<file path="config.mk">
export PLATFORM = sky130hd
export DESIGN_NAME = tile_scaler
export DESIGN_NICKNAME = d
export VERILOG_FILES = /design/src/common/tile_pkg.sv /design/src/common/mem_port_if.sv /design/src/mem/seq_mem_d1.sv /design/src/mem/seq_mem_d2.sv /design/src/source/scale_regs.sv /design/src/source/scale_ctrl.sv /design/src/source/mem_host_arb.sv /design/src/source/tile_scaler.sv
export SDC_FILE = /design/constraint.sdc
export NUM_CORES = 1
export LEC_CHECK = 0
export ABC_AREA = 1
export BUFFER_PORTS_ARGS = -buffer_cell sky130_fd_sc_hd__buf_4
export CORE_ASPECT_RATIO = 0.75
export CORE_MARGIN = 2
export CORE_UTILIZATION = 35
export CTS_CLUSTER_SIZE = 28
export DETAILED_ROUTE_END_ITERATION = 8
export PLACE_DENSITY = 0.52
export SLEW_MARGIN = 20
export SYNTH_ARGS = -nofsm -noshare
export SYNTH_HDL_FRONTEND = slang
export SYNTH_HIERARCHICAL = 1
export SYNTH_SLANG_ARGS = --single-unit
</file>
<file path="constraint.sdc">
create_clock -name clk -period 7.04 [get_ports clk]
set_input_delay 0 -clock clk [delete_from_list [all_inputs] [get_ports clk]]
set_output_delay 0 -clock clk [all_outputs]
set_load 0.03 [all_outputs]
</file>
<file path="src/common/tile_pkg.sv">
// Shared definitions for the tile scaler
//   default element width and tile dimensions
//   configuration register selector
package tile_pkg;

  // Default element width in bits
  parameter int DATA_WIDTH = 16;

  // Default tile dimensions, rows by columns
  parameter int ROWS = 4;
  parameter int COLS = 4;

  // Selects which configuration register a host write lands in
  typedef enum logic [0:0] {
    CFG_SCALE = 1'b0,
    CFG_BIAS  = 1'b1
  } cfg_sel_t;

endpackage

</file>
<file path="src/common/mem_port_if.sv">
`timescale 1ns/1ps
// One sequential memory port
//   address, read and write strobes, write data
//   read data and done pulses back from the memory
//   requester and memory modports
interface mem_port_if #(
  parameter int WIDTH  = 16,
  parameter int ADDR_W = 4
) ();

  // Request side
  logic [ADDR_W-1:0] addr;
  logic              read_en;
  logic              write_en;
  logic [WIDTH-1:0]  wdata;

  // Response side, one cycle after the strobe
  logic [WIDTH-1:0]  rdata;
  logic              read_done;
  logic              write_done;

  modport requester (
    output addr,
    output read_en,
    output write_en,
    output wdata,
    input  rdata,
    input  read_done,
    input  write_done
  );

  modport memory (
    input  addr,
    input  read_en,
    input  write_en,
    input  wdata,
    output rdata,
    output read_done,
    output write_done
  );

endinterface

</file>
<file path="src/mem/seq_mem_d1.sv">
`timescale 1ns/1ps
// Flat sequential memory
//   one-cycle reads and writes
//   read data held until the next read, unknown after a write
//   registered read and write done pulses
module seq_mem_d1 #(
  parameter int WIDTH = 16,
  parameter int SIZE  = 16
) (
  input logic        clk,
  input logic        reset,
  mem_port_if.memory port
);

  // Storage array
  logic [WIDTH-1:0] mem [SIZE];

  // Write path
  always_ff @(posedge clk) begin
    if (port.write_en) begin
      mem[port.addr] <= port.wdata;
    end
  end

  // Registered read output
  always_ff @(posedge clk) begin
    if (reset) begin
      port.rdata <= '0;
    end else if (port.read_en) begin
      port.rdata <= mem[port.addr];
    end else if (port.write_en) begin
      // Read data is not valid past a write
      port.rdata <= 'x;
    end
  end

  // Done pulses follow their strobe by one cycle
  always_ff @(posedge clk) begin
    if (reset) begin
      port.read_done  <= 1'b0;
      port.write_done <= 1'b0;
    end else begin
      port.read_done  <= port.read_en;
      port.write_done <= port.write_en;
    end
  end

endmodule

</file>
<file path="src/mem/seq_mem_d2.sv">
`timescale 1ns/1ps
// Two-dimensional sequential memory
//   splits the port address into row and column fields
//   maps them to a flat index over the flat memory
module seq_mem_d2 #(
  parameter int WIDTH   = 16,
  parameter int D0_SIZE = 4,
  parameter int D1_SIZE = 4
) (
  input logic        clk,
  input logic        reset,
  mem_port_if.memory port
);

  localparam int ROW_W = (D0_SIZE > 1) ? $clog2(D0_SIZE) : 1;
  localparam int COL_W = (D1_SIZE > 1) ? $clog2(D1_SIZE) : 1;
  localparam int SIZE  = D0_SIZE * D1_SIZE;
  localparam int IDX_W = (SIZE > 1) ? $clog2(SIZE) : 1;

  logic [ROW_W-1:0] row;
  logic [COL_W-1:0] col;

  mem_port_if #(.WIDTH(WIDTH), .ADDR_W(IDX_W)) flat_port ();

  // Row sits above the column in the address
  assign row = port.addr[COL_W +: ROW_W];
  assign col = port.addr[COL_W-1:0];

  // Row-major flat index
  assign flat_port.addr = IDX_W'(row) * IDX_W'(D1_SIZE) + IDX_W'(col);

  assign flat_port.read_en  = port.read_en;
  assign flat_port.write_en = port.write_en;
  assign flat_port.wdata    = port.wdata;

  assign port.rdata      = flat_port.rdata;
  assign port.read_done  = flat_port.read_done;
  assign port.write_done = flat_port.write_done;

  seq_mem_d1 #(
    .WIDTH (WIDTH),
    .SIZE  (SIZE)
  ) flat_mem (
    .clk   (clk),
    .reset (reset),
    .port  (flat_port)
  );

endmodule

</file>
<file path="src/source/scale_regs.sv">
`timescale 1ns/1ps
// Configuration registers
//   scale and bias, written by the host through a selector
module scale_regs #(
  parameter int WIDTH = 16
) (
  input  logic               clk,
  input  logic               reset,
  input  logic               cfg_we,
  input  tile_pkg::cfg_sel_t cfg_sel,
  input  logic [WIDTH-1:0]   cfg_data,
  output logic [WIDTH-1:0]   scale,
  output logic [WIDTH-1:0]   bias
);

  // Scale register
  always_ff @(posedge clk) begin
    if (reset) begin
      scale <= '0;
    end else if (cfg_we && cfg_sel == tile_pkg::CFG_SCALE) begin
      scale <= cfg_data;
    end
  end

  // Bias register
  always_ff @(posedge clk) begin
    if (reset) begin
      bias <= '0;
    end else if (cfg_we && cfg_sel == tile_pkg::CFG_BIAS) begin
      bias <= cfg_data;
    end
  end

endmodule

</file>
<file path="src/source/scale_ctrl.sv">
`timescale 1ns/1ps
// Tile walk controller
//   row and column counters over the input tile
//   read, scale and bias, write to the transposed index
//   busy level and one-cycle done pulse
module scale_ctrl #(
  parameter int WIDTH   = 16,
  parameter int D0_SIZE = 4,
  parameter int D1_SIZE = 4
) (
  input  logic                 clk,
  input  logic                 reset,
  input  logic                 start,
  input  logic [WIDTH-1:0]     scale,
  input  logic [WIDTH-1:0]     bias,
  output logic                 busy,
  output logic                 done,
  mem_port_if.requester        in_port,
  mem_port_if.requester        out_port
);

  localparam int ROW_W  = (D0_SIZE > 1) ? $clog2(D0_SIZE) : 1;
  localparam int COL_W  = (D1_SIZE > 1) ? $clog2(D1_SIZE) : 1;
  localparam int OUT_AW = (D0_SIZE * D1_SIZE > 1) ? $clog2(D0_SIZE * D1_SIZE) : 1;

  typedef enum logic [2:0] {
    S_IDLE,
    S_READ,
    S_RWAIT,
    S_WRITE,
    S_WWAIT
  } state_t;

  state_t           state;
  logic [ROW_W-1:0] row;
  logic [COL_W-1:0] col;
  logic [WIDTH-1:0] scaled;
  logic [WIDTH-1:0] result;
  logic             last_row;
  logic             last_col;

  // Truncates to WIDTH bits, which is the intended wrap
  assign scaled = in_port.rdata * scale + bias;

  assign last_row = (row == ROW_W'(D0_SIZE - 1));
  assign last_col = (col == COL_W'(D1_SIZE - 1));

  assign busy = (state != S_IDLE);

  // Input side reads only, row above column
  assign in_port.addr     = {row, col};
  assign in_port.read_en  = (state == S_READ);
  assign in_port.write_en = 1'b0;
  assign in_port.wdata    = '0;

  // Output side writes only, at column * rows + row
  assign out_port.addr     = OUT_AW'(col) * OUT_AW'(D0_SIZE) + OUT_AW'(row);
  assign out_port.read_en  = 1'b0;
  assign out_port.write_en = (state == S_WRITE);
  assign out_port.wdata    = result;

  always_ff @(posedge clk) begin
    if (reset) begin
      state <= S_IDLE;
      row   <= '0;
      col   <= '0;
      done  <= 1'b0;
    end else begin
      done <= 1'b0;
      case (state)
        S_IDLE: begin
          if (start) begin
            row   <= '0;
            col   <= '0;
            state <= S_READ;
          end
        end
        S_READ: begin
          state <= S_RWAIT;
        end
        S_RWAIT: begin
          if (in_port.read_done) begin
            state <= S_WRITE;
          end
        end
        S_WRITE: begin
          state <= S_WWAIT;
        end
        S_WWAIT: begin
          if (out_port.write_done) begin
            if (last_row && last_col) begin
              // Whole tile written
              done  <= 1'b1;
              row   <= '0;
              col   <= '0;
              state <= S_IDLE;
            end else if (last_col) begin
              col   <= '0;
              row   <= row + 1'b1;
              state <= S_READ;
            end else begin
              col   <= col + 1'b1;
              state <= S_READ;
            end
          end
        end
        default: begin
          state <= S_IDLE;
        end
      endcase
    end
  end

  // Scaled value captured with the read data
  always_ff @(posedge clk) begin
    if (state == S_RWAIT && in_port.read_done) begin
      result <= scaled;
    end
  end

endmodule

</file>
<file path="src/source/mem_host_arb.sv">
`timescale 1ns/1ps
// Memory port routing
//   controller ports while busy
//   host write to the input memory and host read from the output memory while idle
module mem_host_arb #(
  parameter int   WIDTH   = 16,
  parameter int   D0_SIZE = 4,
  parameter int   D1_SIZE = 4,
  localparam int ROW_W  = (D0_SIZE > 1) ? $clog2(D0_SIZE) : 1,
  localparam int COL_W  = (D1_SIZE > 1) ? $clog2(D1_SIZE) : 1,
  localparam int OUT_AW = (D0_SIZE * D1_SIZE > 1) ? $clog2(D0_SIZE * D1_SIZE) : 1
) (
  input  logic              busy,
  input  logic              host_wr_en,
  input  logic [ROW_W-1:0]  host_wr_row,
  input  logic [COL_W-1:0]  host_wr_col,
  input  logic [WIDTH-1:0]  host_wr_data,
  input  logic              host_rd_en,
  input  logic [OUT_AW-1:0] host_rd_addr,
  output logic [WIDTH-1:0]  host_rd_data,
  output logic              host_rd_valid,
  mem_port_if.memory        ctrl_in,
  mem_port_if.memory        ctrl_out,
  mem_port_if.requester     in_mem,
  mem_port_if.requester     out_mem
);

  // Input memory request mux
  always_comb begin
    if (busy) begin
      in_mem.addr     = ctrl_in.addr;
      in_mem.read_en  = ctrl_in.read_en;
      in_mem.write_en = ctrl_in.write_en;
      in_mem.wdata    = ctrl_in.wdata;
    end else begin
      in_mem.addr     = {host_wr_row, host_wr_col};
      in_mem.read_en  = 1'b0;
      in_mem.write_en = host_wr_en;
      in_mem.wdata    = host_wr_data;
    end
  end

  // Output memory request mux
  always_comb begin
    if (busy) begin
      out_mem.addr     = ctrl_out.addr;
      out_mem.read_en  = ctrl_out.read_en;
      out_mem.write_en = ctrl_out.write_en;
      out_mem.wdata    = ctrl_out.wdata;
    end else begin
      out_mem.addr     = host_rd_addr;
      out_mem.read_en  = host_rd_en;
      out_mem.write_en = 1'b0;
      out_mem.wdata    = '0;
    end
  end

  // Responses go back to the controller unconditionally
  assign ctrl_in.rdata       = in_mem.rdata;
  assign ctrl_in.read_done   = in_mem.read_done;
  assign ctrl_in.write_done  = in_mem.write_done;
  assign ctrl_out.rdata      = out_mem.rdata;
  assign ctrl_out.read_done  = out_mem.read_done;
  assign ctrl_out.write_done = out_mem.write_done;

  // Only the host ever reads the output memory
  assign host_rd_data  = out_mem.rdata;
  assign host_rd_valid = out_mem.read_done;

endmodule

</file>
<file path="src/source/tile_scaler.sv">
`timescale 1ns/1ps
// Tile scale and transpose accelerator, top level
//   input tile memory, flat output memory
//   configuration registers, walk controller, host routing
module tile_scaler #(
  parameter int   WIDTH   = tile_pkg::DATA_WIDTH,
  parameter int   D0_SIZE = tile_pkg::ROWS,
  parameter int   D1_SIZE = tile_pkg::COLS,
  localparam int ROW_W  = (D0_SIZE > 1) ? $clog2(D0_SIZE) : 1,
  localparam int COL_W  = (D1_SIZE > 1) ? $clog2(D1_SIZE) : 1,
  localparam int OUT_AW = (D0_SIZE * D1_SIZE > 1) ? $clog2(D0_SIZE * D1_SIZE) : 1
) (
  input  logic               clk,
  input  logic               reset,
  input  logic               host_wr_en,
  input  logic [ROW_W-1:0]   host_wr_row,
  input  logic [COL_W-1:0]   host_wr_col,
  input  logic [WIDTH-1:0]   host_wr_data,
  input  logic               host_rd_en,
  input  logic [OUT_AW-1:0]  host_rd_addr,
  output logic [WIDTH-1:0]   host_rd_data,
  output logic               host_rd_valid,
  input  logic               cfg_we,
  input  tile_pkg::cfg_sel_t cfg_sel,
  input  logic [WIDTH-1:0]   cfg_data,
  input  logic               start,
  output logic               busy,
  output logic               done
);

  localparam int IN_AW = ROW_W + COL_W;

  logic [WIDTH-1:0] scale;
  logic [WIDTH-1:0] bias;

  mem_port_if #(.WIDTH(WIDTH), .ADDR_W(IN_AW))  ctrl_in_port ();
  mem_port_if #(.WIDTH(WIDTH), .ADDR_W(OUT_AW)) ctrl_out_port ();
  mem_port_if #(.WIDTH(WIDTH), .ADDR_W(IN_AW))  in_mem_port ();
  mem_port_if #(.WIDTH(WIDTH), .ADDR_W(OUT_AW)) out_mem_port ();

  scale_regs #(
    .WIDTH (WIDTH)
  ) regs (
    .clk      (clk),
    .reset    (reset),
    .cfg_we   (cfg_we),
    .cfg_sel  (cfg_sel),
    .cfg_data (cfg_data),
    .scale    (scale),
    .bias     (bias)
  );

  scale_ctrl #(
    .WIDTH   (WIDTH),
    .D0_SIZE (D0_SIZE),
    .D1_SIZE (D1_SIZE)
  ) ctrl (
    .clk      (clk),
    .reset    (reset),
    .start    (start),
    .scale    (scale),
    .bias     (bias),
    .busy     (busy),
    .done     (done),
    .in_port  (ctrl_in_port),
    .out_port (ctrl_out_port)
  );

  mem_host_arb #(
    .WIDTH   (WIDTH),
    .D0_SIZE (D0_SIZE),
    .D1_SIZE (D1_SIZE)
  ) arb (
    .busy          (busy),
    .host_wr_en    (host_wr_en),
    .host_wr_row   (host_wr_row),
    .host_wr_col   (host_wr_col),
    .host_wr_data  (host_wr_data),
    .host_rd_en    (host_rd_en),
    .host_rd_addr  (host_rd_addr),
    .host_rd_data  (host_rd_data),
    .host_rd_valid (host_rd_valid),
    .ctrl_in       (ctrl_in_port),
    .ctrl_out      (ctrl_out_port),
    .in_mem        (in_mem_port),
    .out_mem       (out_mem_port)
  );

  // Input tile, addressed by row and column
  seq_mem_d2 #(
    .WIDTH   (WIDTH),
    .D0_SIZE (D0_SIZE),
    .D1_SIZE (D1_SIZE)
  ) in_mem (
    .clk   (clk),
    .reset (reset),
    .port  (in_mem_port)
  );

  // Transposed results, flat
  seq_mem_d1 #(
    .WIDTH (WIDTH),
    .SIZE  (D0_SIZE * D1_SIZE)
  ) out_mem (
    .clk   (clk),
    .reset (reset),
    .port  (out_mem_port)
  );

endmodule

</file>
# Yosys cells after proc, flatten, opt, wreduce, memory -nomap -nowiden
# Memory sizes are Yosys's and may differ from the RTL's. A register that Yosys moved wholly into a read port is not among the register bits.
# Cells that the tools add are included.
[op_classes]
n_mux = 27
shifts = 0
addsub = 5
div = 0
n_bitwise = 3
mul = 1
n_eq_ne = 10
n_reduce_logical = 13
magnitude_cmp = 0
[ops]
columns = ["cell", "n"]
rows = [
  ["two-way mux 16 bit", 2],
  ["adder 16 bit", 1],
  ["multiplier 16 x 16 -> 16 bit", 1],
  ["case mux 3 bit (5 select lines)", 1],
  ["two-way mux 2 bit", 7],
  ["two-way mux 1 bit", 10],
  ["two-way mux 3 bit", 3],
  ["adder 4 x 2 -> 4 bit", 2],
  ["two-way mux 4 bit", 2],
  ["case mux 2 bit (2 select lines)", 2],
  ["equality test 3 x 2 -> 1 bit, second input constant", 2],
  ["AND reduction 3 bit", 2],
  ["nonzero test 2 bit", 3],
  ["adder 2 x 1 -> 2 bit, second input constant", 2],
  ["equality test 2 bit, second input constant", 2],
  ["logical AND 1 bit", 4],
  ["!= test 2 x 1 -> 1 bit, second input constant", 2],
  ["AND reduction 4 bit", 1],
  ["equality test 3 x 1 -> 1 bit, second input constant", 1],
  ["equality test 3 bit, second input constant", 1],
  ["zero test 3 bit", 1],
  ["!= test 3 x 1 -> 1 bit, second input constant", 1],
  ["inverter 1 bit", 3],
  ["nonzero test 3 bit", 1],
  ["other kinds (2)", 2],
]
[word_totals]
reg_bits = 59
romBits = 0
input_bits = 47
memories = 2
latch_bits = 0
ramBits = 512
[memory_table]
columns = ["name", "depth", "word_bits", "rd", "rd_clocked_by_memory_dff", "wr", "line", "text"]
rows = [
  ["in_mem.flat_mem.mem", 16, 16, 1, 1, 1, "seq_mem_d1.sv:16", "logic [WIDTH-1:0] mem [SIZE];"],
  ["out_mem.mem", 16, 16, 1, 1, 1, "seq_mem_d1.sv:16", ""],
]

# Depth between registers and ports, before layout
# Gate-level depths: netlist of the first run.
[logic_depth]
depth_word = 5
mapped_depth = 29

# By module
# The synthesis of the first run kept the hierarchy.
[by_module_without_submodules]
columns = ["mod", "area_each_um2", "n_inst", "cells_per_inst"]
rows = [
  ["seq_mem_d1 (in_mem.flat_mem)", 11141.9, 1, 1022],
  ["seq_mem_d1 (out_mem)", 11134.4, 1, 1022],
  ["scale_ctrl", 5848.1, 1, 798],
  ["scale_regs", 1308.8, 1, 177],
  ["mem_host_arb", 928.4, 1, 175],
]

# Worst setup path after synthesis of the first run
# Ideal clock, no wire load.
[synth_timing]
path_type = "register to register"
start = "register regs.scale[1]"
end = "register ctrl.result[15] (netlist: ctrl/out_port.wdata[15]) (data pin)"
setup_ps = 252
path_stages_with_launch = 22
synth_period_minus_slack_ps = 5128
slack_ps = 1912
t_arrival_ps = 4876
n_path_buf = 2
path_cell_list = "dfxtp_1 > clkbuf_2 > clkbuf_1 > nand2_1 > fa_1 > fa_1 > fa_1 > inv_1 > fa_1 > fa_1 > inv_1 > fa_1 > inv_1 > ha_1 > inv_1 > o21ai_0 > a31oi_1 > nand2_1 > a31oi_1 > inv_1 > nand3_1 > nand2_1"
[synth_via]
elab_chain_cells = 2
[synth_rtl]
columns = ["item", "line", "text"]
rows = [
  ["from (decl)", "scale_regs.sv:12", "output logic [WIDTH-1:0] scale,"],
  ["from (signal assigned)", "scale_regs.sv:21", "scale <= cfg_data;"],
  ["multiplier 16 x 16 -> 16 bit", "scale_ctrl.sv:43", "assign scaled = in_port.rdata * scale + bias;"],
  ["adder 16 bit", "scale_ctrl.sv:43", ""],
  ["net ctrl.scaled[15]", "scale_ctrl.sv:37", "logic [WIDTH-1:0] scaled;"],
  ["to (signal assigned)", "scale_ctrl.sv:117", "result <= scaled;"],
  ["to (decl)", "scale_ctrl.sv:38", "logic [WIDTH-1:0] result;"],
]
# The timed path passes the listed nets, and every way through them passes these cells.
# A chain may end at the register's enable or synchronous reset.

# Worst setup path in the final report of the first run
# Same ends and word-level chain as after synthesis.

==> results of run 1 <==
## sequential cells by signal, summed over array words and instances (netlist names), 2 cells and up
name and cells:
out_mem/mem 256, regs/bias 16, ctrl/state 3, regs/scale 16, in_mem/flat_mem/mem 256, ctrl/col 2, in_mem/flat_mem/port.rdata 16, out_mem/port.rdata 16
ctrl/row 2, ctrl/out_port.wdata 16
## path summary, 6_finish.rpt
path	from	end	slack, ns
max	regs/scale[1]	ctrl/out_port.wdata[15]	1.57
min	host_wr_data[4]	in_mem/flat_mem/mem[7][4]	0.05
min reg2reg	regs/scale[15]	regs/scale[15]	0.51
max reg2reg	regs/scale[1]	ctrl/out_port.wdata[15]	1.57
## final cells by class
cell class              instances  area, um^2  area share, %
repair buffers                167        1400           4.15
clock buffers                  88        1670           4.93
multi-input cells            2065       10500           31.0
well taps                    1140        1430           4.22
inverters                     317        1200           3.55
flip-flops and latches        603       17400           51.3
clock inverters                28         278          0.821
## per-layer routing
metal  share of wire (%)  vias to the layer above
met5                   0                        -
met1                  51                     9908
met4                 1.2                        0
met3                 6.8                       73
li1                    -                    10200
met2                  41                      575
## cells in the final DEF, fill, tap and decap left out, types with 5 or more instances in the layout
cell,count
a21oi_1,30
buf_4,111
clkbuf_1,23
clkbuf_16,61
clkinv_1,10
clkinv_2,8
conb_1,18
dfxtp_1,75
dlygate4sd3_1,55
edfxtp_1,528
fa_1,94
ha_1,54
inv_1,305
inv_2,9
nand2_1,1375
nand2_2,8
nand3_1,223
nand4_1,34
nor2_1,120
nor2_2,31
nor2_4,5
o21ai_0,39
xor2_1,9
## report_power, final
part	switching [W]	total [W]	internal [W]
clock network	0.00143	0.00320	0.00176
logic	0.00290	0.00398	0.00107
registers	0.000227	0.00469	0.00447
## tightest hold or removal path, delay by kind of cell
kind	cells	cell delay, ns
buffers and inverters	1	0.07
and+or+nand+nor	2	0.40
## metrics by stage
| stage | total power [W] | util, % | cell area, um^2 | hold slack (ns) | cells |
|---|---|---|---|---|---|
| 2_1_floorplan | 0.00757 | - | 30300 | 0.0724 | 3191 |
| 3_3_place_gp | 0.00870 | 36.6 | 31300 | 0.284 | 4237 |
| 3_5_place_dp | 0.00871 | 36.6 | 31300 | 0.286 | 4237 |
| 4_1_cts | 0.0119 | 39.5 | 33800 | 0.0131 | 4408 |
| 5_1_grt | 0.0126 | 39.5 | 33800 | 0.0674 | 4408 |
| 6_report | 0.0119 | 39.5 | 33800 | 0.0524 | 4408 |
==> impl_metrics.csv, run 1 <==
group,metric,value,unit
min_path,min_path_type,"input port to flip-flop",
sta,rsz0062_at_grt,"no",
worst_setup_path,crit_path_start_kind,"flip-flop",
cells_and_area,area_growth,12.0,%
worst_setup_path,cp_max_fo,17,
worst_setup_path,cp-end-kind,"flip-flop",
detailed_routing,drt_iter0_markers,1946,
flow_run,cap_viol_max_count,0,
synth,syn_inst,3174,
clock_tree,cts_made_buffers,61,
grt,grt_pass1_vias,19200,
cells_and_area,n_antenna_cell,0,
clock_tree,cts_buffer_depth,3,
sta,fin_crit_sh,77.6,%
place,portBuffers,65,
grt,track_usage,17.7,%
run_status,run_status,"complete, no violations",
worst_setup_path,reg2regPathDepth,16,
place,dp_hpwl,49300,um
worst_setup_path,worstSetupPathDepth,16,
worst_setup_path,critPathMaxStageDelay,0.77,ns
detailed_routing,viasPerCell,4.70,
clock_tree,htreeDepth,2,
clock_tree,clk_latency,0.67,ns
clock_tree,cts_setup_buffers,0,
worst_setup_path,required,7.47,ns
worst_setup_path,cp_top_family,"adder cells",
worst_setup_path,crit_chain,"nand2_1 -> fa_1 -> fa_1 -> fa_1 -> fa_1 -> fa_1 -> fa_1 -> inv_1 -> ha_1 -> a21o_1 -> a31oi_1 -> nand2_1 -> a31oi_1 -> inv_1 -> nand3_1 -> nand2_1",
worst_setup_path,path_buf_inv,2,
die,initial_utilization,35.3,%
cells_and_area,nNetsFinal,3410,
grt,overflow,0,
grt,grt_util_met2,25.0,%
detailed_routing,antenna_left,0,
synth,avgSynthCellArea,9.52,um^2
worst_setup_path,worst_path_most_repeated_cell,"fa_1",
worst_setup_path,worst-setup-path-type,"flip-flop to flip-flop",
sta,slew_headroom,28.0,%
place,finalWeightedCongestion,0.829,
grt,grt_pass1_wl,120000,um
grt,grtUsageMet1,28.3,%
sta,final-hold-violation-count,0,
detailed_routing,firstDrtPassIters,5,
grt,grtUsageMet3,3.15,%
die,die_x,343,um
die,die_area,88700,um^2
power_and_ir_drop,p_leak,14.7,nW
synth,ys_warn_count,6,
sta,tns,0,ns
clock_tree,clk_pin_slew,0.07,ns
detailed_routing,drcViolationCount,0,
min_path,min_path_cells,3,
worst_setup_path,cp_slowest_cell,"dfxtp_1",
sta,worstMarginPinSlew,1.08,ns
sta,finClkSkew,0.0399,ns
clock_tree,numClockSinks,603,
grt,antenna_found_initial,1,
cells_and_area,n_fill_cell,8530,
sta,setup_viol_count_final,0,
clock_tree,hold_buffers,55,
power_and_ir_drop,power_density,351,nW/um^2
detailed_routing,wl,79300,um
clock_tree,root_buffer,"clkbuf_16",
detailed_routing,post_drt_wl_per_cell,18.0,um
die,die_height,258,um
sta,fmax,183,MHz
sta,maxSlewViolCount,0,
die,row_count,93,
place,place_ws,1.54,ns
power_and_ir_drop,peakVddDrop,0.188,mV
sta,final.min_clock_period,5.47,ns
grt,busiest_layer,"met1",
sta,timing.final.ws_setup,1.57,ns
worst_setup_path,crit_arrival,5.89,ns
cells_and_area,drive_above_1_share,7.83,%
clock_tree,ctsResizeCount,0,
clock_tree,cts_tree,"done",
die,coreArea,85600,um^2
detailed_routing,num_vias,20700,
grt,grt_max_degree,83,
die,io_pins,66,
synth,synth.cell_area,30200,um^2
No activity file was read; power rests on OpenSTA's default activity.
==> run 2, diff against run 1 <==
ABC_AREA = 0   (was 1)
clock period = 5.1 ns   (was 7.04 ns; I/O delays follow)
==> impl_metrics.csv, run 2 <==
group,metric,value,unit
run_status,run_status,"complete, no violations",
sta,worstMarginPinSlew,1.08,ns
clock_tree,numClockSinks,603,
clock_tree,clk_pin_slew,0.06,ns
place,place_inst,3046,
sta,final.min_clock_period,5.00,ns
sta,finalHoldWorstSlack,0.0632,ns
sta,finClkSkew,0.0228,ns
grt,track_usage,16.2,%
die,row_count,90,
worst_setup_path,cp_max_fo,5,
detailed_routing,firstDrtPassIters,5,
detailed_routing,drcViolationCount,0,
sta,setup_viol_count_final,0,
sta,fmax,200,MHz
grt,grt_max_degree,56,
place,finalWeightedCongestion,0.839,
worst_setup_path,rr_endpoint,"ctrl/out_port.wdata[15]",
place,dp_hpwl,45400,um
worst_setup_path,crit_arrival,5.37,ns
synth,avgSynthCellArea,14.5,um^2
sta,tns,0,ns
sta,rsz0062_at_grt,"yes",
worst_setup_path,r2r-start,"in_mem/flat_mem/port.rdata[7]",
detailed_routing,post_drt_wl_per_cell,20.8,um
die,die_x,334,um
die,die_area,83800,um^2
cells_and_area,ff_latch_area,17400,um^2
worst_setup_path,r2r_slack,0.1,ns
worst_setup_path,worst-setup-path-type,"flip-flop to flip-flop",
synth,synth.cell_area,28500,um^2
worst_setup_path,required,5.47,ns
detailed_routing,viasPerCell,4.90,
worst_setup_path,cp-end-kind,"flip-flop",
clock_tree,root_buffer,"clkbuf_16",
power_and_ir_drop,finalPower,0.0122,W
cells_and_area,n_fill_cell,7356,
sta,maxSlewViolCount,0,
power_and_ir_drop,power_density,370,nW/um^2
grt,overflow,0,
cells_and_area,drive_above_1_share,18.3,%
power_and_ir_drop,p_leak,12.2,nW
die,initial_utilization,35.4,%
grt,antenna_found_initial,2,
sta,final-hold-violation-count,0,
cells_and_area,area_growth,16.0,%
place,portBuffers,65,
cells_and_area,fin_cells,3222,
worst_setup_path,crit_path_start_kind,"flip-flop",
detailed_routing,num_vias,15800,
cells_and_area,top_regs,"in_mem/flat_mem/mem: 256 flops, out_mem/mem: 256 flops",
cells_and_area,most-common-layout-cells,"edfxtp_1, mux2i_1, buf_4, inv_1, nand2_1",
place,place_ws,-0.0198,ns
sta,fin_crit_sh,98.1,%
min_path,min_path_type,"input port to flip-flop",
synth,syn_inst,1972,
sta,slew_headroom,27.9,%
worst_setup_path,worstSetupStartpoint,"in_mem/flat_mem/port.rdata[7]",
cells_and_area,nNetsFinal,2307,
grt,grt_pass1_wl,102000,um
power_and_ir_drop,peakVddDrop,0.181,mV
die,die_height,251,um
sta,timing.final.ws_setup,0.0967,ns
detailed_routing,drt_iter0_markers,1237,
clock_tree,htreeDepth,3,
clock_tree,cts_buffer_depth,3,
clock_tree,cts_tree,"done",
detailed_routing,wl,67100,um
synth,ys_warn_count,6,
cells_and_area,n_antenna_cell,0,
worst_setup_path,crit_path_end,"ctrl/out_port.wdata[15]",
die,coreArea,80500,um^2
clock_tree,clk_latency,0.62,ns
detailed_routing,antenna_left,0,
clock_tree,cts_made_buffers,66,
die,io_pins,66,
cells_and_area,layout_commonest_cell,"edfxtp_1",
flow_run,cap_viol_max_count,0,
cells_and_area,multi_input_area,9890,um^2
grt,grt_pass1_vias,16100,
worst_setup_path,reg2regPathDepth,18,
[run 2: cell type report]
class / count / area share, %
repair buffers: 210 / 5.22
well taps: 1058 / 4.00
clock inverters: 28 / 0.874
multi-input cells: 1077 / 29.9
clock buffers: 92 / 5.58
flip-flops and latches: 603 / 52.6
inverters: 154 / 1.75
[run 2: worst min path at each step]
stage	from	slack, ns	end	cells after the start
floorplan	cfg_data[2]	0.18	regs/bias[2]	2
global placement	cfg_data[11]	0.28	regs/bias[11]	3
detailed placement	cfg_data[11]	0.30	regs/bias[11]	3
CTS	host_rd_addr[1]	0.03	out_mem/mem[0][13]	3
global route	host_rd_addr[1]	0.05	out_mem/mem[0][13]	3
finish	host_rd_addr[1]	0.06	out_mem/mem[0][13]	3
[run 2: repair_timing]
action,in CTS,in global routing
endpoints found under the hold margin,305,0
gates resized for setup,1,76
endpoints found under the setup margin,1,4
hold buffers,42,0
setup buffers,0,14
pin swaps,0,34
[run 2: where the power goes]
part / switching, W / internal, W
clock network: 0.00194 / 0.00275
registers: 0.0000921 / 0.00560
logic: 0.00110 / 0.000744
[run 2: through the flow]
stage          util (%)  cell area, um^2
2_1_floorplan         -            28600
3_3_place_gp       37.5            30200
3_5_place_dp       37.5            30200
4_1_cts            40.7            32700
5_1_grt            41.1            33100
6_report           41.1            33100
[run 2: routing by layer]
layer	up-vias	wire length [um]	global-route usage [%]	part of all wire [%]
met5	-	0	0	0
li1	7353	-	-	-
met4	0	1060	3.68	1.6
met2	366	28600	23.4	43
met3	71	4560	3.92	6.8
met1	7992	32900	24.3	49
[run 2: critical path, cell delays in order, from the launching register on]
cell and delay, ns:
dfxtp_4 0.35, buf_6 0.14, buf_6 0.12, and2_4 0.13
fa_1 0.52, inv_2 0.04, fa_2 0.53, inv_2 0.04
fa_2 0.57, fa_2 0.45, fa_1 0.49, inv_1 0.05
fa_1 0.47, inv_1 0.04, ha_1 0.32, o21a_1 0.20
nor2_1 0.12, a21oi_2 0.05, xnor2_1 0.12
